## src/eth_frame_pkg.sv

```systemverilog
package eth_frame_pkg;

    // Ethernet header
    localparam logic [15:0] ETHER_TYPE_IPV4 = 16'h0800;

    // IPv4 header fields that never change
    localparam logic [3:0] IP_VERSION = 4'd4;
    localparam logic [3:0] IP_IHL = 4'd5;
    localparam logic [7:0] IP_TOS = 8'h00;
    localparam logic [7:0] IP_TTL = 8'hFF;
    localparam logic [7:0] IP_PROTO_UDP = 8'h11;

    // Fixed payload size in bytes
    localparam int DATA_BYTES = 8;

    // Header sizes in bytes
    localparam int MAC_HEADER_BYTES = 14;
    localparam int IP_HEADER_BYTES = 20;
    localparam int UDP_HEADER_BYTES = 8;

    // Length fields carried in the IP and UDP headers
    localparam int UDP_TOTAL_BYTES = UDP_HEADER_BYTES + DATA_BYTES;
    localparam int IP_TOTAL_BYTES = IP_HEADER_BYTES + UDP_TOTAL_BYTES;

    // Zero bytes so the frame is a multiple of 4 bytes long
    localparam int PAD_BYTES = (4 - ((MAC_HEADER_BYTES + IP_TOTAL_BYTES) % 4)) % 4;

    // Frame without preamble and FCS
    localparam int FRAME_BYTES = MAC_HEADER_BYTES + IP_TOTAL_BYTES + PAD_BYTES;
    localparam int FRAME_BITS = 8 * FRAME_BYTES;

    // Byte offsets in wire order, byte 0 sits in the top bits of the frame
    localparam int IP_OFFSET = MAC_HEADER_BYTES;
    localparam int UDP_OFFSET = IP_OFFSET + IP_HEADER_BYTES;
    localparam int DATA_OFFSET = UDP_OFFSET + UDP_HEADER_BYTES;
    localparam int IP_CSUM_OFFSET = IP_OFFSET + 10;
    localparam int UDP_CSUM_OFFSET = UDP_OFFSET + 6;

    // Line side lengths in nibbles
    localparam int PREAMBLE_NIBBLES = 16;
    localparam int FRAME_NIBBLES = 2 * FRAME_BYTES;
    localparam int FCS_NIBBLES = 8;
    localparam int GAP_NIBBLES = 24;

    // Normal form of the IEEE 802.3 polynomial
    localparam logic [31:0] CRC_POLY = 32'h04C11DB7;

    // Field widths
    localparam int MAC_W = 48;
    localparam int IP_W = 32;
    localparam int PORT_W = 16;
    localparam int WORD_W = 16;

endpackage

```

## src/udp_tx_pkg.sv

```systemverilog
package udp_tx_pkg;

    // Top level sequencing
    typedef enum logic [1:0] {
        IDLE,
        BUILD,
        SEND,
        GAP
    } tx_state_t;

    // Checksum build steps
    typedef enum logic [2:0] {
        ASM_IDLE,
        ASM_IP_SUM,
        ASM_IP_DONE,
        ASM_UDP_SUM,
        ASM_UDP_DONE
    } asm_step_t;

    // IP header words without the checksum field
    localparam int IP_SUM_WORDS = 9;

    // Pseudo header, UDP header, then payload plus pad
    localparam int UDP_SUM_WORDS =
        6 + 3 + (eth_frame_pkg::DATA_BYTES + eth_frame_pkg::PAD_BYTES) / 2;

    // Whole burst with tx_en high
    localparam int TOTAL_NIBBLES = eth_frame_pkg::PREAMBLE_NIBBLES +
        eth_frame_pkg::FRAME_NIBBLES + eth_frame_pkg::FCS_NIBBLES;

    localparam int NIB_CNT_W = $clog2(TOTAL_NIBBLES + 1);
    localparam int GAP_CNT_W = $clog2(eth_frame_pkg::GAP_NIBBLES);
    localparam int WORD_CNT_W = $clog2(UDP_SUM_WORDS);

endpackage

```

## src/nibble_serializer.sv

```systemverilog
`timescale 1ns/1ps

module nibble_serializer (
    input  logic                                 clk,
    input  logic                                 reset,
    input  logic                                 tx_start,
    input  logic [eth_frame_pkg::FRAME_BITS-1:0] frame,
    input  logic [31:0]                          fcs,
    output logic                                 crc_init,
    output logic                                 nib_valid,
    output logic [3:0]                           nib,
    output logic                                 tx_en,
    output logic [3:0]                           tx_d,
    output logic                                 tx_done
);
    import eth_frame_pkg::*;
    import udp_tx_pkg::*;

    logic busy;
    logic [NIB_CNT_W-1:0] cnt;
    logic [NIB_CNT_W-1:0] frame_idx;
    logic [NIB_CNT_W-1:0] fcs_idx;
    logic [3:0] tx_d_sel;

    // Positions inside the frame and FCS parts
    assign frame_idx = cnt - NIB_CNT_W'(PREAMBLE_NIBBLES);
    assign fcs_idx = cnt - NIB_CNT_W'(PREAMBLE_NIBBLES + FRAME_NIBBLES);

    // Bytes in wire order, low nibble of each byte first
    assign nib = frame[FRAME_BITS - 8 - 8 * (frame_idx >> 1) + 4 * frame_idx[0] +: 4];

    assign nib_valid = busy && (cnt >= NIB_CNT_W'(PREAMBLE_NIBBLES))
        && (cnt < NIB_CNT_W'(PREAMBLE_NIBBLES + FRAME_NIBBLES));

    // New CRC for every frame
    assign crc_init = tx_start;

    always_comb begin
        if (cnt < NIB_CNT_W'(PREAMBLE_NIBBLES - 1)) begin
            tx_d_sel = 4'h5;
        end else if (cnt == NIB_CNT_W'(PREAMBLE_NIBBLES - 1)) begin
            // SFD
            tx_d_sel = 4'hD;
        end else if (cnt < NIB_CNT_W'(PREAMBLE_NIBBLES + FRAME_NIBBLES)) begin
            tx_d_sel = nib;
        end else begin
            // CRC holds the last frame nibble by now
            tx_d_sel = fcs[4 * fcs_idx[2:0] +: 4];
        end
    end

    assign tx_en = busy;
    assign tx_d = busy ? tx_d_sel : 4'h0;

    always_ff @(posedge clk) begin
        if (reset) begin
            busy <= 1'b0;
            cnt <= '0;
            tx_done <= 1'b0;
        end else begin
            tx_done <= 1'b0;
            if (tx_start) begin
                busy <= 1'b1;
                cnt <= '0;
            end else if (busy) begin
                cnt <= cnt + 1'b1;
                // Last FCS nibble on the line this cycle
                if (cnt == NIB_CNT_W'(TOTAL_NIBBLES - 1)) begin
                    busy <= 1'b0;
                    tx_done <= 1'b1;
                end
            end
        end
    end

    // Burst only ends after the full preamble, frame and FCS
    assert property (@(posedge clk) disable iff (reset)
        $fell(tx_en) |-> (cnt == NIB_CNT_W'(TOTAL_NIBBLES)));

endmodule

```

## config.mk

```make
export PLATFORM = sky130hd
export DESIGN_NAME = nibble_serializer
export DESIGN_NICKNAME = d
export VERILOG_FILES = /design/src/eth_frame_pkg.sv /design/src/udp_tx_pkg.sv /design/src/nibble_serializer.sv
export SDC_FILE = /design/constraint.sdc
export NUM_CORES = 1
export LEC_CHECK = 0
export ABC_CLOCK_PERIOD_IN_PS = 3260
export BUFFER_PORTS_ARGS = -buffer_cell sky130_fd_sc_hd__buf_4
export CAP_MARGIN = 0
export CORE_AREA = 2 2 177 179
export CTS_CLUSTER_SIZE = 28
export DETAILED_ROUTE_END_ITERATION = 6
export DIE_AREA = 0 0 179 181
export SETUP_SLACK_MARGIN = 0.1
export SYNTH_ARGS = -nofsm -noshare
export SYNTH_HDL_FRONTEND = slang
export SYNTH_SLANG_ARGS = --single-unit
```

## constraint.sdc

```tcl
create_clock -name clk -period 3.26 [get_ports clk]
set_input_delay 0.326 -clock clk [delete_from_list [all_inputs] [get_ports clk]]
set_output_delay 0.326 -clock clk [all_outputs]
set_load 0.03 [all_outputs]
```

==> metrics.yaml <==
ys.flop_type: "dfxtp_1"
num_antenna_cells: 0
synth_edf_count: 0
synth-async-reset-ratio_pct: 0
dp.cells: 1293
final_util_pct: 30.5
tightestPinTransition_ns: 0.734
p_sw_share_pct: 27.8
endpoint_kind: "output port"
preCtsSetupSlack_ns: -0.0889
cts_max_path_buffers: 2
fmax_mhz: 320
synthesis.nets: 891
start_util_pct: 15.6
cp_max_fo: 6
fin_hold_ws_ns: 0.242
dieArea_mm2: 0.0324
drt_pass1_iterations: 5
power_frac_clock_pct: 21.3
numClockSinks: 10
timing.final.max_slew_violations: 0
maxCapViolations: 0
h-tree-depth: 1
hold_viol_final: 0
setup_ws_ns: 0.130
layout_commonest_cell: "buf_4"
vias_per_cell: 4.74
drc: 0
ys_ff_latch: 10
crit_path_top_delay_cell: "mux4_2"
numCtsBuffers: 3
overflow: 0
grt_pass1_wl_mm: 44.4
root_buffer: "clkbuf_16"
grt_util_all_layers_pct: 19.1
syn_inst: 434
ys_types: 58
crit_required_ns: 2.93
leakagePower_nw: 3.82
dpl.hpwl_mm: 28.3
ir_worst_vdd_mv: 0.0991
fp-row-count: 64
layout_common_cells: "buf_4 (510), mux4_2 (95), nand2_1 (53)"
fin_crit_sh_pct: 96.0
first_iter_violations: 336
die_x_um: 179
fill_cells: 3128
globalplace.congestion: 0.916
grt_max_degree: 27
rsz0062_at_grt: "true"
grt_pass1_vias: 6561
hp-class: "primary input to flop"
cpPeakStageDelay_ns: 0.50
outcome: "finished clean"
power_frac_comb_pct: 67.8
tns_ns: 0
ant_nets: 0
p_sw_w: 0.000327
synthToLayoutAreaGrowth_pct: 95.5
cts_tree: "done"
ctsHoldBuffers: 0
fp.dieH_um: 181
drive_gt1_share_pct: 74.8
path_class: "flop to output port"
path_cells: "buf_12 > buf_4 > mux4_2 > mux2i_1 > o22ai_2 > nor4_1 > buf_4 > a2111oi_4 > o21a_1 > buf_4"
ys.warnings.count: 0
antenna_found_initial: 1
finalSetupViolCount: 0
worst-endpoint-arrival_ns: 2.80
ys_seq_area_share_pct: 4.23
netlist_area_mm2: 0.00473
ios: 463
period_needed_ns: 3.13
nNetsFinal: 1370
powerDensity_mw_per_mm2: 127
p_int_w: 0.000850
final_cells: 1308
slew_headroom_pct: 50.9
wl_per_cell_um: 24.8
worst_path_most_repeated_cell: "buf_4"
num_vias: 6202
core_area_mm2: 0.0303
skew_ns: 0.00241
worst_setup_path_start_kind: "flop"
synth.avg_cell_area_um2: 10.9
io_buffer_count: 462
wl_mm: 32.4
pwr-share-seq_pct: 10.9
path_clk_slew_ns: 0.04
insertion_delay_ns: 0.24
-- synthesized netlist by cell type (all sizes together) (3+ instances only) --
library cell    n  share of area, %
ha              6               1.6
nor2b          11               1.5
buf            43               8.1
a21oi          12               1.3
nand2b          4              0.53
mux2i          19               4.0
a21o            3              0.48
mux2           12               2.9
nor2           22               1.7
o21ai           5              0.53
clkbuf          5              0.42
a2111oi         8               2.0
o22ai           7              0.92
nand2          54               4.3
xnor2           8               1.5
a311oi          3              0.56
or3             3              0.40
nor3            7              0.74
o21a            3              0.48
and3            3              0.40
mux4          103                50
a211oi          6              0.95
a31oi           3              0.40
nor4            9               1.2
nand4          12               1.6
nand3          19               2.0
inv             7              0.56
dfxtp          10               4.2
o32ai           3              0.56
-- per-stage QoR --
stage          instance area, µm²  power [W]
2_1_floorplan                4810   0.000397
3_3_place_gp                 8830   0.000911
3_5_place_dp                 8830   0.000915
4_1_cts                      9110    0.00119
5_1_grt                      9260    0.00124
6_report                     9260    0.00118
-- critical path: cells and delay by family (launching register included) --
family / cells / cell delay [ns]
buf+inv: 4 / 0.64
compound gates: 3 / 0.43
simple gates: 1 / 0.23
mux: 2 / 0.85
flops: 1 / 0.41
-- path summary, 6_finish.rpt --
check,cells after the start,end,slack [ns],startpoint
setup / recovery,10,tx_d[0],0.13,cnt[0]
setup reg to reg,6,cnt[7],1.31,cnt[0]
hold / removal,2,tx_en,0.24,reset
hold reg to reg,2,cnt[7],0.58,cnt[7]
-- state kept, by name (all words and copies together) (netlist names) --
register,flops
tx_done,1
cnt,8
tx_en,1
-- power groups by stage --
stage | sequential [W] | combinational (W) | clock [W]
6_report | 0.000128 | 0.000799 | 0.000250
5_1_grt | 0.000128 | 0.000850 | 0.000265
3_3_place_gp | 0.000136 | 0.000775 | 0
4_1_cts | 0.000129 | 0.000804 | 0.000253
3_5_place_dp | 0.000136 | 0.000779 | 0
2_1_floorplan | 0.000129 | 0.000268 | 0
-- routing by layer --
layer / wire length [µm] / vias up / track usage [%]
li1: - / 2774 / -
met2: 16700 / 342 / 34.0
met3: 2160 / 28 / 2.80
met5: 13 / - / 0
met1: 13100 / 3056 / 24.7
met4: 437 / 2 / 2.86
-- final cells by class --
type	instances	area [µm²]	share of cell area, %
clock buffers	4	88.8	0.960
inverters	8	31.3	0.338
multi-input cells	368	4390	47.4
flip-flops and latches	10	214	2.31
well taps	396	495	5.35
repair buffers	522	4040	43.7
-- kinds of logic (layout without fill, tap and decap cells) --
| kind of cell | Yosys count | count (layout) | share of synthesized area, % |
|---|---|---|---|
| multiplexers | 134 | 134 | 56.5 |
| AO/OA/AOI/OAI | 68 | 68 | 10.9 |
| XOR/XNOR | 10 | 10 | 2.25 |
| adder cells (fa/ha/maj) | 6 | 6 | 1.59 |
| AND/OR/NAND/NOR | 150 | 150 | 15.4 |
| flip-flops | 10 | 10 | 4.23 |
| buffers and inverters | 56 | 534 | 9.14 |
-- repair_timing --
action                     CTS  global route
setup endpoints to repair    8             8
resized for setup           23            24
pin swaps                    3            12
cloned                       0             0
buffers inserted             9             2
Power figures use the tool's default switching activity.
