[src/eth_frame_pkg.sv]
package eth_frame_pkg;

    // Ethernet header
    localparam logic [15:0] ETHER_TYPE_IPV4 = 16'h0800;

    // IPv4 header fields that never change
    localparam logic [3:0] IP_VERSION = 4'd4;
    localparam logic [3:0] IP_IHL = 4'd5;
    localparam logic [7:0] IP_TOS = 8'h00;
    localparam logic [7:0] IP_TTL = 8'hFF;
    localparam logic [7:0] IP_PROTO_UDP = 8'h11;

    // Fixed payload size in bytes
    localparam int DATA_BYTES = 8;

    // Header sizes in bytes
    localparam int MAC_HEADER_BYTES = 14;
    localparam int IP_HEADER_BYTES = 20;
    localparam int UDP_HEADER_BYTES = 8;

    // Length fields carried in the IP and UDP headers
    localparam int UDP_TOTAL_BYTES = UDP_HEADER_BYTES + DATA_BYTES;
    localparam int IP_TOTAL_BYTES = IP_HEADER_BYTES + UDP_TOTAL_BYTES;

    // Zero bytes so the frame is a multiple of 4 bytes long
    localparam int PAD_BYTES = (4 - ((MAC_HEADER_BYTES + IP_TOTAL_BYTES) % 4)) % 4;

    // Frame without preamble and FCS
    localparam int FRAME_BYTES = MAC_HEADER_BYTES + IP_TOTAL_BYTES + PAD_BYTES;
    localparam int FRAME_BITS = 8 * FRAME_BYTES;

    // Byte offsets in wire order, byte 0 sits in the top bits of the frame
    localparam int IP_OFFSET = MAC_HEADER_BYTES;
    localparam int UDP_OFFSET = IP_OFFSET + IP_HEADER_BYTES;
    localparam int DATA_OFFSET = UDP_OFFSET + UDP_HEADER_BYTES;
    localparam int IP_CSUM_OFFSET = IP_OFFSET + 10;
    localparam int UDP_CSUM_OFFSET = UDP_OFFSET + 6;

    // Line side lengths in nibbles
    localparam int PREAMBLE_NIBBLES = 16;
    localparam int FRAME_NIBBLES = 2 * FRAME_BYTES;
    localparam int FCS_NIBBLES = 8;
    localparam int GAP_NIBBLES = 24;

    // Normal form of the IEEE 802.3 polynomial
    localparam logic [31:0] CRC_POLY = 32'h04C11DB7;

    // Field widths
    localparam int MAC_W = 48;
    localparam int IP_W = 32;
    localparam int PORT_W = 16;
    localparam int WORD_W = 16;

endpackage

[src/udp_tx_pkg.sv]
package udp_tx_pkg;

    // Top level sequencing
    typedef enum logic [1:0] {
        IDLE,
        BUILD,
        SEND,
        GAP
    } tx_state_t;

    // Checksum build steps
    typedef enum logic [2:0] {
        ASM_IDLE,
        ASM_IP_SUM,
        ASM_IP_DONE,
        ASM_UDP_SUM,
        ASM_UDP_DONE
    } asm_step_t;

    // IP header words without the checksum field
    localparam int IP_SUM_WORDS = 9;

    // Pseudo header, UDP header, then payload plus pad
    localparam int UDP_SUM_WORDS =
        6 + 3 + (eth_frame_pkg::DATA_BYTES + eth_frame_pkg::PAD_BYTES) / 2;

    // Whole burst with tx_en high
    localparam int TOTAL_NIBBLES = eth_frame_pkg::PREAMBLE_NIBBLES +
        eth_frame_pkg::FRAME_NIBBLES + eth_frame_pkg::FCS_NIBBLES;

    localparam int NIB_CNT_W = $clog2(TOTAL_NIBBLES + 1);
    localparam int GAP_CNT_W = $clog2(eth_frame_pkg::GAP_NIBBLES);
    localparam int WORD_CNT_W = $clog2(UDP_SUM_WORDS);

endpackage

[src/udp_tx_control.sv]
`timescale 1ns/1ps

module udp_tx_control (
    input  logic clk,
    input  logic reset,
    input  logic send,
    input  logic build_done,
    input  logic tx_done,
    output logic ready,
    output logic build_start,
    output logic tx_start
);
    import eth_frame_pkg::*;
    import udp_tx_pkg::*;

    tx_state_t state;
    logic send_prev;
    logic [GAP_CNT_W-1:0] gap_cnt;

    // Send edges while busy are dropped
    assign build_start = send && !send_prev && ready;

    // Line side starts once both checksums are in the frame
    assign tx_start = (state == BUILD) && build_done;

    always_ff @(posedge clk) begin
        if (reset) begin
            state <= IDLE;
            // Held high so a send level at reset is not an edge
            send_prev <= 1'b1;
            ready <= 1'b0;
            gap_cnt <= '0;
        end else begin
            send_prev <= send;
            case (state)
                IDLE: begin
                    ready <= !build_start;
                    if (build_start) begin
                        state <= BUILD;
                    end
                end
                BUILD: begin
                    if (build_done) begin
                        state <= SEND;
                    end
                end
                SEND: begin
                    // tx_done marks the first idle line cycle
                    if (tx_done) begin
                        state <= GAP;
                        gap_cnt <= GAP_CNT_W'(1);
                    end
                end
                GAP: begin
                    gap_cnt <= gap_cnt + 1'b1;
                    if (gap_cnt == GAP_CNT_W'(GAP_NIBBLES - 1)) begin
                        state <= IDLE;
                        ready <= 1'b1;
                    end
                end
                default: begin
                    state <= IDLE;
                end
            endcase
        end
    end

    // A send is only taken in IDLE and ready drops on the next cycle
    assert property (@(posedge clk) disable iff (reset)
        build_start |-> (state == IDLE) ##1 !ready);

endmodule

[config.mk]
export PLATFORM = sky130hd
export DESIGN_NAME = udp_tx_control
export DESIGN_NICKNAME = d
export VERILOG_FILES = /design/src/eth_frame_pkg.sv /design/src/udp_tx_pkg.sv /design/src/udp_tx_control.sv
export SDC_FILE = /design/constraint.sdc
export NUM_CORES = 1
export LEC_CHECK = 0
export ABC_CLOCK_PERIOD_IN_PS = 1350
export BUFFER_PORTS_ARGS = -buffer_cell sky130_fd_sc_hd__buf_2
export CORE_MARGIN = 5
export CORE_UTILIZATION = 35
export DETAILED_ROUTE_END_ITERATION = 16
export GPL_TIMING_DRIVEN = 0
export PLACE_DENSITY = 0.6
export RECOVER_POWER = 25
export SETUP_SLACK_MARGIN = 0.3
export SYNTH_ARGS = -nofsm -noshare
export SYNTH_HDL_FRONTEND = slang
export SYNTH_SLANG_ARGS = --single-unit
[constraint.sdc]
create_clock -name clk -period 1.35 [get_ports clk]
set_clock_uncertainty 0.1 [all_clocks]
set_input_delay 0.27 -clock clk [delete_from_list [all_inputs] [get_ports clk]]
set_output_delay 0.27 -clock clk [all_outputs]
set_load 0.03 [all_outputs]
==> flow_summary.toml <==
[sta]
report.final.slew_viol_count = 0
setup_viol = 9
period_share_pct = 108.4
min_period_ns = 1.464
slew_headroom_pct = 83.87
final-hold-violation-count = 0
unrepaired_setup_endpoints_after_global_routing = "yes"
fin_ws_ns = -0.1140
tightest_slew_ns = 0.2414
max_freq_mhz = 683.1

[cells_and_area]
multi_input_comb_area_um2 = 344.1
num_antenna_cells = 0
non_filler_instances = 85
final_nets = 81
area_growth_from_synthesis_to_layout_pct = 39.50
sequential_cell_area_um2 = 188.9
utilization_pct = 52.35
final_layout_size_suffix_gt1_share_pct = 45.71
layout.filler_cells = 137

[power]
power.net_switching_uw = 395.5
switching_share_pct = 36.77
sequentialPowerShare_pct = 34.9
p_clk_share_pct = 20.2
power.ir.vdd_worst_mv = 0.9822
combinationalPowerShare_pct = 44.8
power.static_leakage_uw = 0.0002899
cellInternalPower_uw = 680.3
power_per_cell_area_nw_per_um2 = 1541

[clocking]
cts_htree_levels = 1
clk_root_buffer_cell = "sky130_fd_sc_hd__clkbuf_4"
tritoncts = "done"
tritoncts.num_buffers = 3
cts_hold_buffers = 0
cts_num_sinks = 9
clk_transition_reported_paths_ns = 0.07
clock_path_buffers = 2
worstSkewPairLatency_ns = 0.27

[setup_path]
ff2ff_setup_slack_ns = -0.11
cp.required_ns = 1.40
worst_r2r_startpoint = "state[1]$_SDFFE_PP0P_"
crit_slowest_cell = "sky130_fd_sc_hd__dfxtp_2"
worstSetupStartpointType = "flip-flop"
critPathMaxStageDelay_ns = 0.33
crit_path_end_kind = "flip-flop"
worst_r2r_endpoint = "gap_cnt[3]$_SDFFE_PP0P_"
critPathArrivalTime_ns = 1.52
cp.buffers_inverters = 1
crit_type = "flip-flop to flip-flop"
worstPathCellList = "buf_6 > ha_4 > mux2_4 > nand4_1 > xor2_1 > nor2_1"
timing.critical_path.max_delay_family = "flip-flops"
reg2regPathDepth = 6
critPathMaxFanout = 4

[status]
violations_in_the_final_reports = "setup timing"
run_status = "complete, but fails checks"

[global_route]
globalRoute.totalOverflow = 0
wire_length_of_the_first_global_routing_pass_um = 1566
initial_antenna_violation_count = 0
vias_in_the_first_global_route = 374
global_route.usage.total_pct = 10.26
grt_start_max_net_pins = 8

[route]
detailed_route_iter0_violations = 8
wl_um = 1011
drt.antenna.violating_nets = 0
avgViaCountPerCell = 5.024
drt_first_pass_iters = 4
num_vias = 427
drc = 0
routedWlPerCell_um = 11.89

[yosys]
synth-seq-area-share_pct = 36.00
syn-num-nets = 64
number_of_flops_mapped_to_enable_cells_by_yosys = 0
total_of_warnings_raised_by_yosys = 0
synthArstFlopShare_pct = 0
distinct_cell_type_count_of_the_synthesized_netlist = 24
leading_post_synthesis_cells_by_cell_area = "sky130_fd_sc_hd__dfxtp_1 36%, sky130_fd_sc_hd__ha_1 13%, sky130_fd_sc_hd__xor2_1 5.2%"
post_synth_inst_count = 54
synth-main-ff-cell = "sky130_fd_sc_hd__dfxtp_1"
yosys.area.top_type_share_pct = 36.00
yosys-top-cells-count = "9 x sky130_fd_sc_hd__dfxtp_1, 6 x sky130_fd_sc_hd__nor2_1, 5 x sky130_fd_sc_hd__ha_1, 5 x sky130_fd_sc_hd__inv_1, 4 x sky130_fd_sc_hd__nand2_1"
library_cell_with_the_highest_instance_count_after_synthesis = "sky130_fd_sc_hd__dfxtp_1"
post_synth.cell_area_avg_um2 = 9.268
yosysTopAreaCell = "sky130_fd_sc_hd__dfxtp_1"
area_of_the_mapped_netlist_um2 = 500.5
yosys_register_bits = 9

[placement]
detailed_place_hpwl_um = 671
globalplace.congestion = 0.7091
portBuffers = 7
numPlacedInstances = 76

[hold_path]
worstHoldPathCells = 2
hp-start = "send"
worstHoldEndpoint = "send_prev$_SDFF_PP1_"
hp-class = "input port to flip-flop"

[floorplanning]
die_height_um = 47.82
placement_row_count = 13
core_um2 = 1334
die_area_um2 = 2286
ios = 8
floorplan.initialDensity_pct = 37.52
fp.dieW_um = 47.82

[job]
max_cap_check_violation_count = 0
==> timing repair <==
item | CTS | global route
cloned | 0 | 0
gates resized for setup | 16 | 0
pin swaps | 4 | 1
setup buffers | 4 | 1
setup endpoints to repair | 11 | 11
==> metrics by stage <==
stage | total power [µW] | area, µm² | setup TNS (ns) | setup slack [ns] | hold WS [ns]
after CTS | 1064 | 690.7 | -0.7110 | -0.1091 | 0.1094
after detailed placement | 736.6 | 578.1 | -0.3035 | -0.07244 | 0.3801
final | 1076 | 698.2 | -0.7007 | -0.1140 | 0.1065
after global routing | 1143 | 698.2 | -1.257 | -0.1838 | 0.1070
after global placement | 733.3 | 578.1 | -0.2358 | -0.06219 | 0.3745
after floorplan | 666.6 | 524.3 | 0 | 0.01606 | 0.2273
==> cells by family after synthesis <==
family / count (synthesis) / synth area share (%)
AOI/OAI and AO/OA: 9 / 16.25
xor gates and xnor gates: 3 / 5.251
adders and majority gates: 5 / 12.50
buffers and inverters: 5 / 3.750
DFF: 9 / 36.00
muxes: 1 / 2.999
and+or+nand+nor: 22 / 23.25
==> placed cells by master (no fill, tap or decap), types with 2 or more instances in the layout <==
cell type	count
sky130_fd_sc_hd__a21oi_1	2
sky130_fd_sc_hd__buf_2	4
sky130_fd_sc_hd__buf_4	3
sky130_fd_sc_hd__buf_6	5
sky130_fd_sc_hd__clkbuf_4	3
sky130_fd_sc_hd__dfxtp_1	6
sky130_fd_sc_hd__dfxtp_4	2
sky130_fd_sc_hd__ha_1	2
sky130_fd_sc_hd__ha_4	3
sky130_fd_sc_hd__inv_2	3
sky130_fd_sc_hd__nand2_1	4
sky130_fd_sc_hd__nand4_1	3
sky130_fd_sc_hd__nor2_1	5
sky130_fd_sc_hd__or2_2	2
sky130_fd_sc_hd__xor2_1	3
==> power groups by stage <==
stage / Sequential (µW) / Combinational, µW / Clock, µW
floorplan: 367 / 300 / 0
detailed placement: 358 / 378 / 0
finish: 376 / 482 / 218
global route: 382 / 526 / 235
global placement: 356 / 378 / 0
CTS: 379 / 467 / 218
==> worst max-delay path by stage <==
stage | startpoint | end | slack (ns) | cells past startpoint
final | state[1]$_SDFFE_PP0P_ | gap_cnt[3]$_SDFFE_PP0P_ | -0.11 | 6
after global routing | state[0]$_SDFFE_PP0P_ | state[0]$_SDFFE_PP0P_ | -0.18 | 6
after CTS | state[0]$_SDFFE_PP0P_ | state[0]$_SDFFE_PP0P_ | -0.11 | 6
after detailed placement | state[0]$_SDFFE_PP0P_ | state[0]$_SDFFE_PP0P_ | -0.07 | 6
after global placement | state[0]$_SDFFE_PP0P_ | state[0]$_SDFFE_PP0P_ | -0.06 | 6
after floorplan | state[0]$_SDFFE_PP0P_ | gap_cnt[3]$_SDFFE_PP0P_ | 0.02 | 6
==> sequential cells by signal (all words and copies together), names as in the netlist <==
name / flops
send_prev: 1
ready: 1
gap_cnt: 5
state: 2
==> layer usage <==
layer  global-route usage, %  routed length (µm)  up-vias
met5                       0                   0        -
met2                   15.30                 418       14
li1                        -                   -      224
met1                   12.58                 504      184
met3                   3.383                  56        5
met4                   6.452                  32        0
==> layout make-up <==
cell class / count / area share, %
Multi-Input combinational cell: 40 / 49.28
Sequential cell: 9 / 27.06
Timing Repair Buffer: 12 / 14.16
Clock buffer: 4 / 3.763
Inverter: 5 / 3.047
Tap cell: 15 / 2.688
No activity file was read; power rests on OpenSTA's default activity.
