File: config.mk
export PLATFORM = sky130hd
export DESIGN_NAME = inet_checksum
export DESIGN_NICKNAME = d
export VERILOG_FILES = /design/src/eth_frame_pkg.sv /design/src/inet_checksum.sv
export SDC_FILE = /design/constraint.sdc
export NUM_CORES = 1
export LEC_CHECK = 0
export BUFFER_PORTS_ARGS = -buffer_cell sky130_fd_sc_hd__buf_2
export CAP_MARGIN = 25
export CORE_MARGIN = 3
export CORE_UTILIZATION = 59
export CTS_CLUSTER_SIZE = 20
export DETAILED_ROUTE_END_ITERATION = 10
export PLACE_DENSITY = 0.81
export REMOVE_ABC_BUFFERS = 1
export SLEW_MARGIN = 20
export SYNTH_ARGS = -nofsm -noshare
export SYNTH_HDL_FRONTEND = slang
export SYNTH_SLANG_ARGS = --single-unit
File: constraint.sdc
create_clock -name clk -period 6 [get_ports clk]
set_clock_uncertainty 0.2 [all_clocks]
set_input_delay 0.6 -clock clk [delete_from_list [all_inputs] [get_ports clk]]
set_output_delay 0.6 -clock clk [all_outputs]
set_load 0.02 [all_outputs]
File: src/eth_frame_pkg.sv
package eth_frame_pkg;

    // Ethernet header
    localparam logic [15:0] ETHER_TYPE_IPV4 = 16'h0800;

    // IPv4 header fields that never change
    localparam logic [3:0] IP_VERSION = 4'd4;
    localparam logic [3:0] IP_IHL = 4'd5;
    localparam logic [7:0] IP_TOS = 8'h00;
    localparam logic [7:0] IP_TTL = 8'hFF;
    localparam logic [7:0] IP_PROTO_UDP = 8'h11;

    // Fixed payload size in bytes
    localparam int DATA_BYTES = 8;

    // Header sizes in bytes
    localparam int MAC_HEADER_BYTES = 14;
    localparam int IP_HEADER_BYTES = 20;
    localparam int UDP_HEADER_BYTES = 8;

    // Length fields carried in the IP and UDP headers
    localparam int UDP_TOTAL_BYTES = UDP_HEADER_BYTES + DATA_BYTES;
    localparam int IP_TOTAL_BYTES = IP_HEADER_BYTES + UDP_TOTAL_BYTES;

    // Zero bytes so the frame is a multiple of 4 bytes long
    localparam int PAD_BYTES = (4 - ((MAC_HEADER_BYTES + IP_TOTAL_BYTES) % 4)) % 4;

    // Frame without preamble and FCS
    localparam int FRAME_BYTES = MAC_HEADER_BYTES + IP_TOTAL_BYTES + PAD_BYTES;
    localparam int FRAME_BITS = 8 * FRAME_BYTES;

    // Byte offsets in wire order, byte 0 sits in the top bits of the frame
    localparam int IP_OFFSET = MAC_HEADER_BYTES;
    localparam int UDP_OFFSET = IP_OFFSET + IP_HEADER_BYTES;
    localparam int DATA_OFFSET = UDP_OFFSET + UDP_HEADER_BYTES;
    localparam int IP_CSUM_OFFSET = IP_OFFSET + 10;
    localparam int UDP_CSUM_OFFSET = UDP_OFFSET + 6;

    // Line side lengths in nibbles
    localparam int PREAMBLE_NIBBLES = 16;
    localparam int FRAME_NIBBLES = 2 * FRAME_BYTES;
    localparam int FCS_NIBBLES = 8;
    localparam int GAP_NIBBLES = 24;

    // Normal form of the IEEE 802.3 polynomial
    localparam logic [31:0] CRC_POLY = 32'h04C11DB7;

    // Field widths
    localparam int MAC_W = 48;
    localparam int IP_W = 32;
    localparam int PORT_W = 16;
    localparam int WORD_W = 16;

endpackage

File: src/inet_checksum.sv
`timescale 1ns/1ps

module inet_checksum (
    input  logic                              clk,
    input  logic                              reset,
    input  logic                              sum_clear,
    input  logic                              word_valid,
    input  logic [eth_frame_pkg::WORD_W-1:0]  word,
    output logic [eth_frame_pkg::WORD_W-1:0]  checksum
);

    // Plain sum with the carries folded in at the output
    logic [31:0] acc;
    logic [16:0] fold_1;
    logic [16:0] fold_2;

    always_ff @(posedge clk) begin
        if (reset) begin
            acc <= '0;
        end else if (sum_clear) begin
            acc <= '0;
        end else if (word_valid) begin
            acc <= acc + {16'h0000, word};
        end
    end

    // First fold can carry once more
    assign fold_1 = {1'b0, acc[31:16]} + {1'b0, acc[15:0]};

    // Second fold cannot carry
    assign fold_2 = {1'b0, fold_1[15:0]} + {16'h0000, fold_1[16]};

    // Ones' complement of the ones' complement sum
    assign checksum = ~fold_2[15:0];

endmodule

==> results of run 1 <==
## layout make-up
| type | instances | area (µm²) |
|---|---|---|
| Inverter | 18 | 67.6 |
| Clock buffer | 8 | 90.1 |
| Sequential cell | 32 | 641 |
| Fill cell | 389 | 1470 |
| Multi-Input combinational cell | 311 | 2320 |
| Tap cell | 67 | 83.8 |
| Timing Repair Buffer | 35 | 175 |
## worst max-delay path, cell delays in order, from the launching register on
cell,delay (ns)
dfxtp_1,0.41
ha_1,0.21
inv_1,0.06
fa_1,0.41
and2b_1,0.25
o211ai_1,0.09
a31oi_1,0.25
o21ai_1,0.16
o211ai_1,0.25
a21oi_1,0.10
o21bai_1,0.22
ha_1,0.18
nor2b_1,0.18
and2_1,0.18
and2_1,0.19
nand4_1,0.22
nor4_4,0.35
nand4_1,0.16
xnor3_1,0.21
buf_2,0.16
## per-stage QoR
step	util [%]	hold WS, ns	area, µm²	power (mW)	cells
2_1_floorplan	-	0.276	3030	0.311	361
3_3_place_gp	67.8	0.300	3290	0.339	463
3_5_place_dp	67.8	0.313	3290	0.342	463
4_1_cts	69.7	0.324	3380	0.509	471
5_1_grt	69.7	0.352	3380	0.535	471
6_report	69.7	0.328	3380	0.509	471
## path summary, 6_finish.rpt
check,startpoint,endpoint,slack [ns],cells past startpoint
worst max-delay path,acc[16],checksum[15],0.66,19
worst min-delay path,acc[31],acc[31],0.33,2
worst max register to register,acc[1],acc[23],3.12,9
worst min register to register,acc[31],acc[31],0.33,2
## kinds of logic (layout without fill, tap and decap cells)
kind of cell,Yosys count,after routing,synth area share [%]
DFF,32,32,21.0
muxes,8,8,2.62
and+or+nand+nor,120,120,20.2
AOI/OAI and AO/OA,93,93,21.3
buffers and inverters,25,61,3.07
xor gates and xnor gates,54,54,16.7
adders and majority gates,36,36,15.2
## layout by cell type, fill, tap and decap left out, types with 3 or more instances in the layout
master    instances
xnor2_1          33
o21ai_0          12
mux2i_1           8
dfxtp_1          32
nor2b_1           6
nand4_1           7
o21ai_1           3
nand2_1          23
a31oi_1           4
buf_2            35
a21oi_1          22
nor3_1            4
nor2_1           41
ha_1             34
inv_1            18
a21o_1           13
o21a_1            5
o21bai_1          5
nand3_1          13
clkbuf_8          6
xnor2_2           3
and3_1            7
xor2_1           17
a211oi_1         10
## power breakdown
group	total, mW	internal (mW)	switching, mW
Clock	0.170	0.0934	0.0763
Combinational	0.115	0.0481	0.0670
Sequential	0.224	0.218	0.00612
## metal layers
metal  GRT usage [%]  wire (µm)  part of all wire, %  up-vias
met1            28.5       3090                   47     1266
met5               0          0                    0        -
met2            38.9       3190                   49       53
met4            8.57        106                  1.6        0
li1                -          -                    -     1399
met3            2.78        190                  2.9        9
==> results.json, run 1 <==
{
  "p_leak_nw": 1.48,
  "die_w_um": 78.0,
  "drv_slew": 0,
  "place_ws_ns": 0.950,
  "drive_gt1_share_pct": 14.6,
  "cp_data_required_time_ns": 5.20,
  "slew_headroom_pct": 51.6,
  "clkLatencyLatePin_ns": 0.28,
  "die_area_um2": 6080,
  "synth_top_area_cell": "dfxtp_1",
  "cts_hold_repair.buffers": 0,
  "vias": 2727,
  "port_buffers": 35,
  "synth-seq-cells": 32,
  "largest-register": "acc",
  "cts_setup_buffers": 0,
  "clockBufferDepth": 2,
  "antenna_found_initial": 0,
  "synthDominantCellAreaShare_pct": 21.0,
  "syn_area_per_cell_um2": 8.30,
  "grt_pass1_vias": 2518,
  "syn_to_final_growth_pct": 10.6,
  "drt-total-wl_mm": 6.58,
  "hp-class": "reg2reg",
  "period_share_pct": 89.0,
  "syn-cell-area_um2": 3050,
  "cts_resized": 0,
  "cts_root_buffer": "clkbuf_8",
  "layout_setup_ws_ns": 0.661,
  "track_usage_pct": 22.5,
  "synth_commonest_cells": "41 x nor2_1, 34 x ha_1, 33 x xnor2_1",
  "htreeDepth": 2,
  "syn-instance-count": 368,
  "peakVddDrop_uv": 110,
  "grt_first_pass_wirelength_mm": 11.1,
  "cp-end-kind": "output port",
  "synthTopCellsByArea": "dfxtp_1 21%, ha_1 14%, xnor2_1 9.5%, nor2_1 5.0%, xor2_1 4.9%",
  "yosysUniqueCellTypes": 57,
  "path_max_fanout": 6,
  "route.detailed.drc": 0,
  "gp_congestion": 0.854,
  "hold_violations": 0,
  "grt-ovfl-total": 0,
  "start_util_pct": 63.0,
  "rows": 25,
  "p_per_area_nw_per_um2": 151,
  "ioPinCount": 36,
  "synth-edff-count": 0,
  "period_minus_slack_ns": 5.34,
  "largest_reg_flops": 32,
  "antenna_cells": 0,
  "detail_route.wl_per_cell_um": 14.0,
  "top_regs": "acc: 32 flops",
  "path_class": "reg2out",
  "synth-async-reset-ratio_pct": 0,
  "detail_route.first_pass.iterations": 4,
  "fin_nets": 459,
  "cts_made_buffers": 5,
  "setup_violations": 0,
  "drtIter0Drc": 95,
  "rsz0062_at_grt": "no",
  "timing_worst_slew_pin_value_ns": 0.721,
  "antenna_left": 0,
  "fmax_ghz": 0.187,
  "worstPathArrival_ns": 4.54,
  "seq_area_frac_synth_pct": 21.0,
  "grt_max_degree": 32,
  "clkSlewWorstSetupHoldPaths_ns": 0.06,
  "status": "finished clean",
  "critPathLaunchType": "flop",
  "ys.flop_type": "dfxtp_1",
  "die_y_um": 78.0,
  "cap_violations": 0,
  "yosys_warnings": 0,
  "core_area_um2": 4850,
  "setup_tns_ns": 0,
  "hpwl_mm": 5.37,
  "clock-sinks": 32,
  "cts_tree": "built",
  "vias_per_cell": 5.79,
  "yosysMostFrequentCell": "nor2_1"
}
Power figures use the tool's default switching activity.
==> run 2: changes to the inputs <==
--- a/config.mk
+++ b/config.mk
@@ -8,10 +8,11 @@
 export BUFFER_PORTS_ARGS = -buffer_cell sky130_fd_sc_hd__buf_2
 export CAP_MARGIN = 25
 export CORE_MARGIN = 3
-export CORE_UTILIZATION = 59
+export CORE_UTILIZATION = 60
 export CTS_CLUSTER_SIZE = 20
 export DETAILED_ROUTE_END_ITERATION = 10
-export PLACE_DENSITY = 0.81
+export HOLD_SLACK_MARGIN = 0.06
+export PLACE_DENSITY = 0.82
 export REMOVE_ABC_BUFFERS = 1
 export SLEW_MARGIN = 20
 export SYNTH_ARGS = -nofsm -noshare
==> constraint.sdc (replaced) <==
create_clock -name clk -period 6.53 [get_ports clk]
set_clock_uncertainty 0.2 [all_clocks]
set_input_delay 0.653 -clock clk [delete_from_list [all_inputs] [get_ports clk]]
set_output_delay 0.653 -clock clk [all_outputs]
set_load 0.02 [all_outputs]
==> run 2 against run 1 <==
Final cell count down 0.21%. Critical path type unchanged. Clock power down 6%. Power down 7.7%. Hold slack about the same. Final area up 0.19%. Die area down 1.5%. Non-clock buffer count unchanged. Via count down 1.8%. Global-route usage down 0.89 points.
==> results.json, run 2 (synthesis gave the netlist of run 1 again) <==
{
  "status": "finished clean",
  "clkLatencyLatePin_ns": 0.28,
  "fin_area_um2": 3380,
  "grt_max_degree": 32,
  "cts_resized": 0,
  "place_area_um2": 3290,
  "cts_hold_repair.buffers": 0,
  "clock-sinks": 32,
  "p_sw_mw": 0.132,
  "period_share_pct": 82.0,
  "period_minus_slack_ns": 5.35,
  "rows": 25,
  "swShare_pct": 28.1,
  "worstPathArrival_ns": 4.50,
  "cts_made_buffers": 5,
  "detail_route.first_pass.iterations": 4,
  "cap_violations": 0,
  "route.detailed.drc": 0,
  "cts_tree": "built",
  "vias_per_cell": 5.70,
  "vias": 2677,
  "layout_setup_ws_ns": 1.18,
  "comb_power_share_pct": 22.5,
  "gp_congestion": 0.884,
  "nFillCells": 424,
  "p_per_area_nw_per_um2": 139,
  "drt-total-wl_mm": 6.33,
  "antenna_left": 0,
  "clockBufferDepth": 2,
  "pwr-share-seq_pct": 43.7,
  "start_util_pct": 63.4,
  "top_regs": "acc: 32 flops",
  "topRoutingLayerUsed": "met4",
  "r2r_slack_ns": 3.67,
  "path_class": "reg2out",
  "p_leak_nw": 1.49,
  "die_w_um": 77.3,
  "grt-ovfl-total": 0,
  "fmax_ghz": 0.187,
  "drive_gt1_share_pct": 14.9,
  "hold_violations": 0,
  "rsz0062_at_grt": "no",
  "ioPinCount": 36,
  "path_max_fanout": 6,
  "peakVddDrop_uv": 101,
  "die_area_um2": 5980,
  "drv_slew": 0,
  "final_common_cell": "nor2_1",
  "place_ws_ns": 1.41,
  "cp-end-kind": "output port",
  "htreeDepth": 2,
  "largest_reg_flops": 32,
  "critPathLaunchType": "flop",
  "die_y_um": 77.3,
  "slew_headroom_pct": 56.7,
  "cts_root_buffer": "clkbuf_8",
  "most-common-layout-cells": "41 x nor2_1, 35 x buf_2, 34 x ha_1",
  "wl_met3_um": 269,
  "wl_met2_mm": 2.90,
  "final_util_pct": 70.2,
  "drtIter0Drc": 91,
  "grt_pass1_vias": 2488,
  "port_buffers": 35,
  "setup_tns_ns": 0,
  "grt_first_pass_wirelength_mm": 10.8,
  "antenna_cells": 0,
  "clock_power_share_pct": 33.8,
  "hp-class": "reg2reg",
  "setup_violations": 0,
  "core_area_um2": 4820,
  "cts_setup_buffers": 0,
  "clkSlewWorstSetupHoldPaths_ns": 0.07,
  "wl_met1_mm": 3.06,
  "timing_worst_slew_pin_value_ns": 0.645,
  "cp_data_required_time_ns": 5.68,
  "fin_nets": 459,
  "hpwl_mm": 5.17,
  "power.internal_mw": 0.338,
  "power_mw": 0.470,
  "syn_to_final_growth_pct": 10.8,
  "detail_route.wl_per_cell_um": 13.5,
  "largest-register": "acc",
  "track_usage_pct": 21.6,
  "antenna_found_initial": 0
}
[run 2: worst max-delay path: stages (launching register included)]
cell and delay, ns:
dfxtp_1 0.40, ha_1 0.20, inv_1 0.06, fa_1 0.39
and2b_1 0.25, o211ai_1 0.09, a31oi_1 0.24, o21ai_1 0.15
o211ai_1 0.25, a21oi_1 0.10, o21bai_1 0.25, ha_1 0.19
nor2b_1 0.18, and2_1 0.18, and2_1 0.19, nand4_1 0.23
nor4_4 0.36, nand4_1 0.15, xnor3_1 0.22, buf_2 0.16
[run 2: final timing paths]
path / startpoint / to / cells after the start
max: acc[16] / checksum[15] / 19
min: acc[11] / acc[11] / 2
max reg2reg: acc[1] / acc[29] / 9
min reg2reg: acc[11] / acc[11] / 2
[run 2: per-stage QoR]
stage                     std cells  hold WS [ns]
final                           470         0.327
after global routing            470         0.357
after CTS                       470         0.328
after detailed placement        463         0.318
after global placement          463         0.300
after floorplan                 361         0.276
[run 2: cell type report]
cell class	instances	area, µm²	area share, %
tap	67	83.8	2.48
sequential	32	641	18.9
clock buffer	7	96.3	2.85
timing repair buffer	35	175	5.18
inverter	18	67.6	2.00
multi-input combinational	311	2320	68.6
[run 2: metal layers]
metal  vias to the layer above  GRT usage [%]
met5                         -              0
li1                       1395              -
met2                        62           36.3
met1                      1211           29.3
met4                         0           5.69
met3                         9           2.78
[run 2: power groups by stage]
stage / combinational (mW) / clock [mW] / sequential, mW
5_1_grt: 0.118 / 0.169 / 0.206
4_1_cts: 0.106 / 0.161 / 0.205
3_5_place_dp: 0.105 / 0 / 0.210
3_3_place_gp: 0.102 / 0 / 0.209
2_1_floorplan: 0.0787 / 0 / 0.207
6_report: 0.105 / 0.159 / 0.205
