==> src/eth_frame_pkg.sv <==
package eth_frame_pkg;

    // Ethernet header
    localparam logic [15:0] ETHER_TYPE_IPV4 = 16'h0800;

    // IPv4 header fields that never change
    localparam logic [3:0] IP_VERSION = 4'd4;
    localparam logic [3:0] IP_IHL = 4'd5;
    localparam logic [7:0] IP_TOS = 8'h00;
    localparam logic [7:0] IP_TTL = 8'hFF;
    localparam logic [7:0] IP_PROTO_UDP = 8'h11;

    // Fixed payload size in bytes
    localparam int DATA_BYTES = 8;

    // Header sizes in bytes
    localparam int MAC_HEADER_BYTES = 14;
    localparam int IP_HEADER_BYTES = 20;
    localparam int UDP_HEADER_BYTES = 8;

    // Length fields carried in the IP and UDP headers
    localparam int UDP_TOTAL_BYTES = UDP_HEADER_BYTES + DATA_BYTES;
    localparam int IP_TOTAL_BYTES = IP_HEADER_BYTES + UDP_TOTAL_BYTES;

    // Zero bytes so the frame is a multiple of 4 bytes long
    localparam int PAD_BYTES = (4 - ((MAC_HEADER_BYTES + IP_TOTAL_BYTES) % 4)) % 4;

    // Frame without preamble and FCS
    localparam int FRAME_BYTES = MAC_HEADER_BYTES + IP_TOTAL_BYTES + PAD_BYTES;
    localparam int FRAME_BITS = 8 * FRAME_BYTES;

    // Byte offsets in wire order, byte 0 sits in the top bits of the frame
    localparam int IP_OFFSET = MAC_HEADER_BYTES;
    localparam int UDP_OFFSET = IP_OFFSET + IP_HEADER_BYTES;
    localparam int DATA_OFFSET = UDP_OFFSET + UDP_HEADER_BYTES;
    localparam int IP_CSUM_OFFSET = IP_OFFSET + 10;
    localparam int UDP_CSUM_OFFSET = UDP_OFFSET + 6;

    // Line side lengths in nibbles
    localparam int PREAMBLE_NIBBLES = 16;
    localparam int FRAME_NIBBLES = 2 * FRAME_BYTES;
    localparam int FCS_NIBBLES = 8;
    localparam int GAP_NIBBLES = 24;

    // Normal form of the IEEE 802.3 polynomial
    localparam logic [31:0] CRC_POLY = 32'h04C11DB7;

    // Field widths
    localparam int MAC_W = 48;
    localparam int IP_W = 32;
    localparam int PORT_W = 16;
    localparam int WORD_W = 16;

endpackage

==> src/fcs_crc32.sv <==
`timescale 1ns/1ps

module fcs_crc32 (
    input  logic        clk,
    input  logic        reset,
    input  logic        crc_init,
    input  logic        nib_valid,
    input  logic [3:0]  nib,
    output logic [31:0] fcs
);
    import eth_frame_pkg::*;

    logic [31:0] crc;

    // Four shifts of the normal form CRC, data bit 0 enters first
    function automatic logic [31:0] crc_step(input logic [31:0] c, input logic [3:0] d);
        logic [31:0] r;
        r = c;
        for (int j = 0; j < 4; j++) begin
            r = {r[30:0], 1'b0} ^ ((r[31] ^ d[j]) ? CRC_POLY : 32'h0);
        end
        return r;
    endfunction

    always_ff @(posedge clk) begin
        if (reset || crc_init) begin
            crc <= 32'hFFFFFFFF;
        end else if (nib_valid) begin
            crc <= crc_step(crc, nib);
        end
    end

    // Reflect to wire bit order and complement
    // Low nibble of fcs goes out first
    assign fcs = ~{<<{crc}};

endmodule

==> config.mk <==
export PLATFORM = sky130hd
export DESIGN_NAME = fcs_crc32
export DESIGN_NICKNAME = d
export VERILOG_FILES = /design/src/eth_frame_pkg.sv /design/src/fcs_crc32.sv
export SDC_FILE = /design/constraint.sdc
export NUM_CORES = 1
export LEC_CHECK = 0
export ABC_CLOCK_PERIOD_IN_PS = 2600
export BUFFER_PORTS_ARGS = -buffer_cell sky130_fd_sc_hd__buf_2
export CAP_MARGIN = 20
export CORE_ASPECT_RATIO = 1.5
export CORE_MARGIN = 2
export CORE_UTILIZATION = 52
export CTS_CLUSTER_SIZE = 24
export DETAILED_ROUTE_END_ITERATION = 10
export GPL_TIMING_DRIVEN = 0
export PLACE_DENSITY = 0.78
export SYNTH_ARGS = -nofsm -noshare
export SYNTH_HDL_FRONTEND = slang
export SYNTH_SLANG_ARGS = --single-unit
==> constraint.sdc <==
create_clock -name clk -period 2.6 [get_ports clk]
set_input_delay 0 -clock clk [delete_from_list [all_inputs] [get_ports clk]]
set_output_delay 0 -clock clk [all_outputs]
set_load 0.02 [all_outputs]
==> results.ini, run 1 <==
[cells_and_area]
largest_registers=crc (32)
final_common_cell=sky130_fd_sc_hd__buf_2
antenna_cells=0
share_of_final_layout_standard_cells_stronger_than_drive_strength_1_pct=23.3
mostFrequentLayoutCells=39 x sky130_fd_sc_hd__buf_2, 33 x sky130_fd_sc_hd__inv_1, 32 x sky130_fd_sc_hd__dfxtp_1, 21 x sky130_fd_sc_hd__xnor2_1, 15 x sky130_fd_sc_hd__nand2_1
fill_cells=269
final-instance-count-excl-fill=262
syn_to_final_growth_pct=19.4
finalCoreUtilization_pct=66.3
final_std_cell_area_no_fill_sq_um=1950
nets=231
largest_reg_flops=32
largest-register=crc

[flow_run]
cap_viol_max_count=0

[sta]
holdWs_ns=0.0964
worstMarginPinSlew_ns=0.630
period_minus_slack_ns=1.74
min_period_over_period_pct=66.9
setup-tns-final_ns=0
setup_viol=0
worst_slew_margin_rel_pct=57.9
maxSlewViolCount=0
finalClockSkew_ns=0.00273
hold_viol=0
rsz0062_at_grt=false
maxClockFrequency_ghz=0.575

[clock_network]
cts-hold-fix-buffers=0
clock_insertion_delay_worst_skew_ns=0.28
cts_tree=built
numClockSinks=32
cts_repair_resize_count=0
cts.root.buffer_cell=sky130_fd_sc_hd__clkbuf_8
clk_transition_reported_paths_ns=0.06
cts_post_setup_buffers_inserted=0
cts_made_buffers=5
max-clock-path-buffers=2
cts-htree-levels=2

[yosys]
syn_nets=186
synthDominantAreaCellType=sky130_fd_sc_hd__dfxtp_1
avgSynthCellArea_sq_um=9.19
postSynthRegisterBits=32
synth.lib_cells_used.distinct=20
synth_warnings=0
synthTopCellsByArea=sky130_fd_sc_hd__dfxtp_1 39%, sky130_fd_sc_hd__xnor2_1 11%, sky130_fd_sc_hd__xnor3_1 9.6%
synthesis.area_sq_um=1640
syn_inst=178
yosys.area.top_type_share_pct=39.2
synth-seq-area-share_pct=39.2

[min_path]
hold_class=in2reg

[floorplan]
die_height_um=72.7
core_region_area_sq_um=2940
floorplan.die_area_sq_um=3620
ios=40
fp.dieW_um=49.8
fp-row-count=24
initial_core_util_pct=55.6

[critical_path]
critical_path.reg2reg.startpoint=crc[30]
crit_path_max_fanout=5
r2r.worst_path.cells=4
timing.reg2reg.setup_slack_ns=0.86
arrival_ns=1.92
worst_r2r_endpoint=crc[4]
end_kind=register
critical_path_class=reg2reg
startpoint_class_of_the_critical_path=register
worst-endpoint-required_ns=2.78
critical_path.startpoint=crc[30]
endpoint=crc[4]

[placement]
dpl-instance-area_sq_um=1870
dp_hpwl_mm=2.47
number_of_instances_in_the_placed_design=255
port-buffer-count=38
place.gp.congestion=0.734

[route]
detailedRoute.firstPassIterationCount=4
drcViolationCount=0
antenna_violating_nets_post_route=0
totalWireLength_mm=3.39
vias_per_cell=4.88
detail_route.iter0.violations=21
routedWlPerCell_um=12.9
dr_total_vias=1279

[global_routing]
total_global_routing_overflow=0
first_global_vias=1192
grt_antenna_before_repair=0
grt_start_max_net_pins=11
globalRouteTotalUtil_pct=21.3
grt_first_pass_wirelength_mm=5.68

[pwr]
power_density_nw_per_um2=619
p_leak_uw=0.00112
power.ir.vdd_worst_v=0.000547

[status]
result_of_the_run=finished clean

[cell usage after synthesis (all sizes together)]
cell and count:
a211o 1, nand2 15, clkbuf 10, a2111o 1, inv 33, nor3 3, o211ai 13, a31oi 2
nor2 2, and3 1, xnor3 7, dfxtp 32, a21oi 14, or2 1, xnor2 27, o21ai 15
buf 1
[critical path: stages (launching register included)]
cell and delay (ns):
sky130_fd_sc_hd__dfxtp_1 0.34, sky130_fd_sc_hd__xnor2_2 0.52, sky130_fd_sc_hd__xnor2_2 0.27, sky130_fd_sc_hd__xnor3_1 0.28, sky130_fd_sc_hd__o21ai_0 0.24
[worst min-delay path by stage]
stage                   from       to  slack, ns  cells past startpoint
floorplan              reset  crc[15]       0.19                      2
global placement       reset  crc[16]       0.37                      3
detailed placement     reset  crc[17]       0.38                      3
CTS                    reset  crc[17]       0.08                      3
global route        crc_init  crc[17]       0.12                      3
finish                 reset  crc[16]        0.1                      3
[report_power, final]
group	leakage [uW]	internal [uW]	total [uW]	switching, uW
registers	0.000263	518	538	19.8
clock network	0.0000410	182	356	175
logic	0.000812	147	315	167
[cells by family after synthesis]
family	count (synthesis)	share of synthesized area, %
flops	32	39.2
xor+xnor	34	28.2
simple gates	22	5.59
compound gates	46	16.8
buf+inv	44	10.2
[through the flow]
step                total power [uW]  setup WS, ns
floorplan                        793          1.11
global placement                 859         0.930
detailed placement               863         0.882
CTS                             1220         0.838
global route                    1270         0.756
finish                          1210         0.860
[layer usage]
layer / GRT usage (%) / wire (um) / up-vias
met2: 33.5 / 1600 / 38
met3: 6.76 / 181 / 10
li1: - / - / 663
met4: 12.3 / 104 / 0
met1: 25.5 / 1500 / 568
met5: 0 / 0 / -
[cell type report]
| type | count | area (sq um) | share of cell area (%) |
|---|---|---|---|
| Clock buffer | 6 | 72.6 | 3.72 |
| Inverter | 33 | 124 | 6.35 |
| Clock inverter | 1 | 5.00 | 0.256 |
| Multi-Input combinational cell | 102 | 828 | 42.4 |
| Tap cell | 39 | 48.8 | 2.50 |
| Buffer | 11 | 42.5 | 2.18 |
| Timing Repair Buffer | 38 | 190 | 9.74 |
| Sequential cell | 32 | 641 | 32.8 |
(Power assumes the default switching activity.)
==> run 2: changes to the inputs <==
==> config.mk (replaced) <==
export PLATFORM = sky130hd
export DESIGN_NAME = fcs_crc32
export DESIGN_NICKNAME = d
export VERILOG_FILES = /design/src/eth_frame_pkg.sv /design/src/fcs_crc32.sv
export SDC_FILE = /design/constraint.sdc
export NUM_CORES = 1
export LEC_CHECK = 0
export ABC_AREA = 1
export ABC_CLOCK_PERIOD_IN_PS = 1500
export BUFFER_PORTS_ARGS = -buffer_cell sky130_fd_sc_hd__buf_2
export CAP_MARGIN = 20
export CORE_ASPECT_RATIO = 1.5
export CORE_MARGIN = 2
export CORE_UTILIZATION = 48
export CTS_CLUSTER_SIZE = 24
export DETAILED_ROUTE_END_ITERATION = 10
export GPL_TIMING_DRIVEN = 0
export PLACE_DENSITY = 0.75
export SYNTH_ARGS = -nofsm -noshare
export SYNTH_HDL_FRONTEND = slang
export SYNTH_SLANG_ARGS = --single-unit
==> constraint.sdc (replaced) <==
create_clock -name clk -period 1.5 [get_ports clk]
set_input_delay 0 -clock clk [delete_from_list [all_inputs] [get_ports clk]]
set_output_delay 0 -clock clk [all_outputs]
set_load 0.02 [all_outputs]
==> results.ini, run 2 <==
[global_routing]
grt_first_pass_wirelength_mm=7.16  ; +26%
total_global_routing_overflow=0  ; unchanged
gr-max-usage-layer=met2
use_met1_pct=27.5  ; +2.0 points
grt_util_met2_pct=38.0  ; +4.6 points
grt_antenna_before_repair=0  ; unchanged
globalRouteTotalUtil_pct=23.6  ; +2.3 points
first_global_vias=1618  ; +36%
grt.met3_usage_pct=5.45  ; -1.3 points
grt_start_max_net_pins=11  ; unchanged

[yosys]
ys_top_cells_by_count=67 x sky130_fd_sc_hd__nand2_1, 40 x sky130_fd_sc_hd__inv_1, 32 x sky130_fd_sc_hd__dfxtp_1, 19 x sky130_fd_sc_hd__nand3_1, 17 x sky130_fd_sc_hd__a21oi_1
synth_top_flop_cell=sky130_fd_sc_hd__dfxtp_1
synthesis.area_sq_um=1800  ; +9.9%
number_of_enable_type_register_cells_in_the_synthesized_netlist=0  ; unchanged
syn_nets=264  ; +42%
yosys.area.top_type_share_pct=35.6  ; -3.5 points
postSynthRegisterBits=32  ; unchanged
synthDominantAreaCellType=sky130_fd_sc_hd__dfxtp_1
synthArstFlopShare_pct=0  ; unchanged
synth.lib_cells_used.distinct=26  ; +30%
avgSynthCellArea_sq_um=7.02  ; -24%
syn_inst=256  ; +44%
synth_warnings=0  ; unchanged
synthTopCellsByArea=sky130_fd_sc_hd__dfxtp_1 36%, sky130_fd_sc_hd__nand2_1 14%, sky130_fd_sc_hd__inv_1 8.4%
post-synth-top-count-cell=sky130_fd_sc_hd__nand2_1
synth-seq-area-share_pct=35.6  ; -3.5 points

[cells_and_area]
largest_reg_flops=32  ; unchanged
area.sequential_sq_um=641  ; unchanged
mostFrequentLayoutCells=67 x sky130_fd_sc_hd__nand2_1, 41 x sky130_fd_sc_hd__buf_2, 40 x sky130_fd_sc_hd__inv_1, 32 x sky130_fd_sc_hd__dfxtp_1, 19 x sky130_fd_sc_hd__nand3_1
nets=313  ; +35%
final_std_cell_area_no_fill_sq_um=2170  ; +11%
antenna_cells=0  ; unchanged
largest-register=crc
fill_cells=333  ; +24%
syn_to_final_growth_pct=20.9
largest_registers=crc (32)
share_of_final_layout_standard_cells_stronger_than_drive_strength_1_pct=24.5  ; +1.2 points
finalCoreUtilization_pct=60.2  ; -6.2 points
final_common_cell=sky130_fd_sc_hd__nand2_1
area_of_combinational_cells_with_multiple_inputs_sq_um=910  ; +9.8%

[route]
drcViolationCount=0  ; unchanged
routedWlPerCell_um=12.7  ; -1.8%
totalWireLength_mm=4.43  ; +31%
detailedRoute.firstPassIterationCount=4  ; unchanged
vias_per_cell=4.97  ; +1.7%
antenna_violating_nets_post_route=0  ; unchanged
detail_route.iter0.violations=47  ; +120%
dr_total_vias=1733  ; +35%

[sta]
worstMarginPinSlew_ns=0.518  ; -0.112 ns
setup_slack_ns=0.0692  ; -0.791 ns
setup_viol=0  ; unchanged
hold_viol=0  ; unchanged
period_minus_slack_ns=1.43
setup-tns-final_ns=0  ; unchanged
maxClockFrequency_ghz=0.699
worst_slew_margin_rel_pct=65.5  ; +7.6 points
rsz0062_at_grt=false
finalClockSkew_ns=0.00447  ; +0.00174 ns
holdWs_ns=0.0294  ; -0.0670 ns
maxSlewViolCount=0  ; unchanged
min_period_over_period_pct=95.4

[clock_network]
cts_made_buffers=5  ; unchanged
max-clock-path-buffers=2  ; unchanged
cts-htree-levels=2  ; unchanged
numClockSinks=32  ; unchanged
cts_tree=built
cts.root.buffer_cell=sky130_fd_sc_hd__clkbuf_8
clk_transition_reported_paths_ns=0.07  ; about the same
clock_insertion_delay_worst_skew_ns=0.29  ; about the same

[pwr]
seqPwrFrac_pct=43.4  ; -1.1 points
clock_power_share_pct=33.2  ; +3.7 points
cell_internal_power_uw=1440  ; +70%
power.ir.vdd_worst_v=0.000818  ; +50%
net-switching-power_uw=680  ; +88%
p_leak_uw=0.00129  ; +16%
power_switching_share_pct=32.1  ; +2.1 points
power_density_nw_per_um2=975  ; +58%
combPwrFrac_pct=23.4  ; -2.6 points

[floorplan]
fp.dieW_um=54.0  ; +8.4%
ios=40  ; unchanged
fp-row-count=27  ; +13%
core_region_area_sq_um=3610  ; +23%
floorplan.die_area_sq_um=4260  ; +18%
initial_core_util_pct=49.7  ; -5.8 points
die_height_um=79.0  ; +8.6%

[critical_path]
critical_path_class=in2reg
worst_r2r_endpoint=crc[7]
worst-endpoint-required_ns=1.66  ; -1.12 ns
arrival_ns=1.59  ; -0.33 ns
critical_path.reg2reg.startpoint=crc[31]
startpoint_class_of_the_critical_path=input port
end_kind=register
crit_path_max_fanout=7  ; +2
r2r.worst_path.cells=9  ; +5
timing.reg2reg.setup_slack_ns=0.23  ; -0.63 ns

[status]
result_of_the_run=finished clean

[min_path]
hold_class=in2reg
hold_start=nib_valid
timing.hold.worst_endpoint=crc[8]
timing.hold.worst_path_depth=3  ; unchanged

[placement]
place.gp.congestion=0.829  ; +13%
dpl-instance-area_sq_um=2040  ; +8.9%
dp_hpwl_mm=3.14  ; +27%
port-buffer-count=38  ; unchanged
dpl_worst_slack_ns=0.251  ; -0.630 ns

[flow_run]
cap_viol_max_count=0  ; unchanged

run 2: cell count changes after synthesis, sizes merged, moves of 7 or more:
cell / delta
buf: +7
clkbuf: -8
inv: +14
nand2: +62
nand3: +19
nor2: +10
xnor2: -25
xnor3: -7
xor2: +13
run 2: layer usage:
metal  share of wire [%]  vias up
met3                 4.5       12
met5                   0        -
met2                  50       46
met1                  42      774
li1                    -      901
met4                 3.2        0
run 2: final cells by class:
type                    count  share of cell area [%]
inverters                  48                    8.57
repair buffers             42                    10.5
multi-input cells         166                    41.8
well taps                  43                    2.47
plain buffers              10                    3.05
flip-flops and latches     32                    29.5
clock buffers               8                    4.14
run 2: what timing repair did:
action / 4_1_cts / 5_1_grt
hold endpoints to repair: 3 / 0
resized for setup: 0 / 2
hold buffers: 3 / 0
endpoints found under the setup margin: 0 / 10
buffers inserted: 0 / 1
run 2: critical path, stage by stage:
cell and delay [ns]:
sky130_fd_sc_hd__dlygate4sd3_1 0.56, sky130_fd_sc_hd__buf_2 0.14, sky130_fd_sc_hd__nor2_4 0.22, sky130_fd_sc_hd__dlygate4sd3_1 0.59, sky130_fd_sc_hd__o211ai_1 0.08
run 2: worst max path at each step:
stage | slack, ns | startpoint | cells after the start | end
after global placement | 0.27 | crc[30] | 9 | crc[3]
after detailed placement | 0.25 | crc[30] | 8 | crc[24]
after global routing | 0.01 | crc_init | 5 | crc[31]
final | 0.07 | crc_init | 5 | crc[31]
after floorplan | 0.32 | crc[31] | 8 | crc[10]
after CTS | 0.08 | crc_init | 7 | crc[14]
run 2: stage by stage:
| step | power [uW] | instances |
|---|---|---|
| finish | 2120 | 349 |
| global route | 2220 | 349 |
| CTS | 2120 | 348 |
| detailed placement | 1420 | 337 |
| global placement | 1420 | 337 |
| floorplan | 1300 | 256 |
run 2: logic make-up after synthesis:
group | after synthesis | share of synthesized area [%]
buf+inv | 58 | 13.8
xor+xnor | 15 | 8.98
flops | 32 | 35.6
compound gates | 42 | 14.2
simple gates | 109 | 27.4
run 2: power by group through the flow:
stage / combinational, uW / clock (uW) / sequential, uW
final: 497 / 703 / 920
after global routing: 556 / 739 / 925
after CTS: 494 / 703 / 920
after detailed placement: 485 / 0 / 939
after global placement: 478 / 0 / 938
after floorplan: 367 / 0 / 933
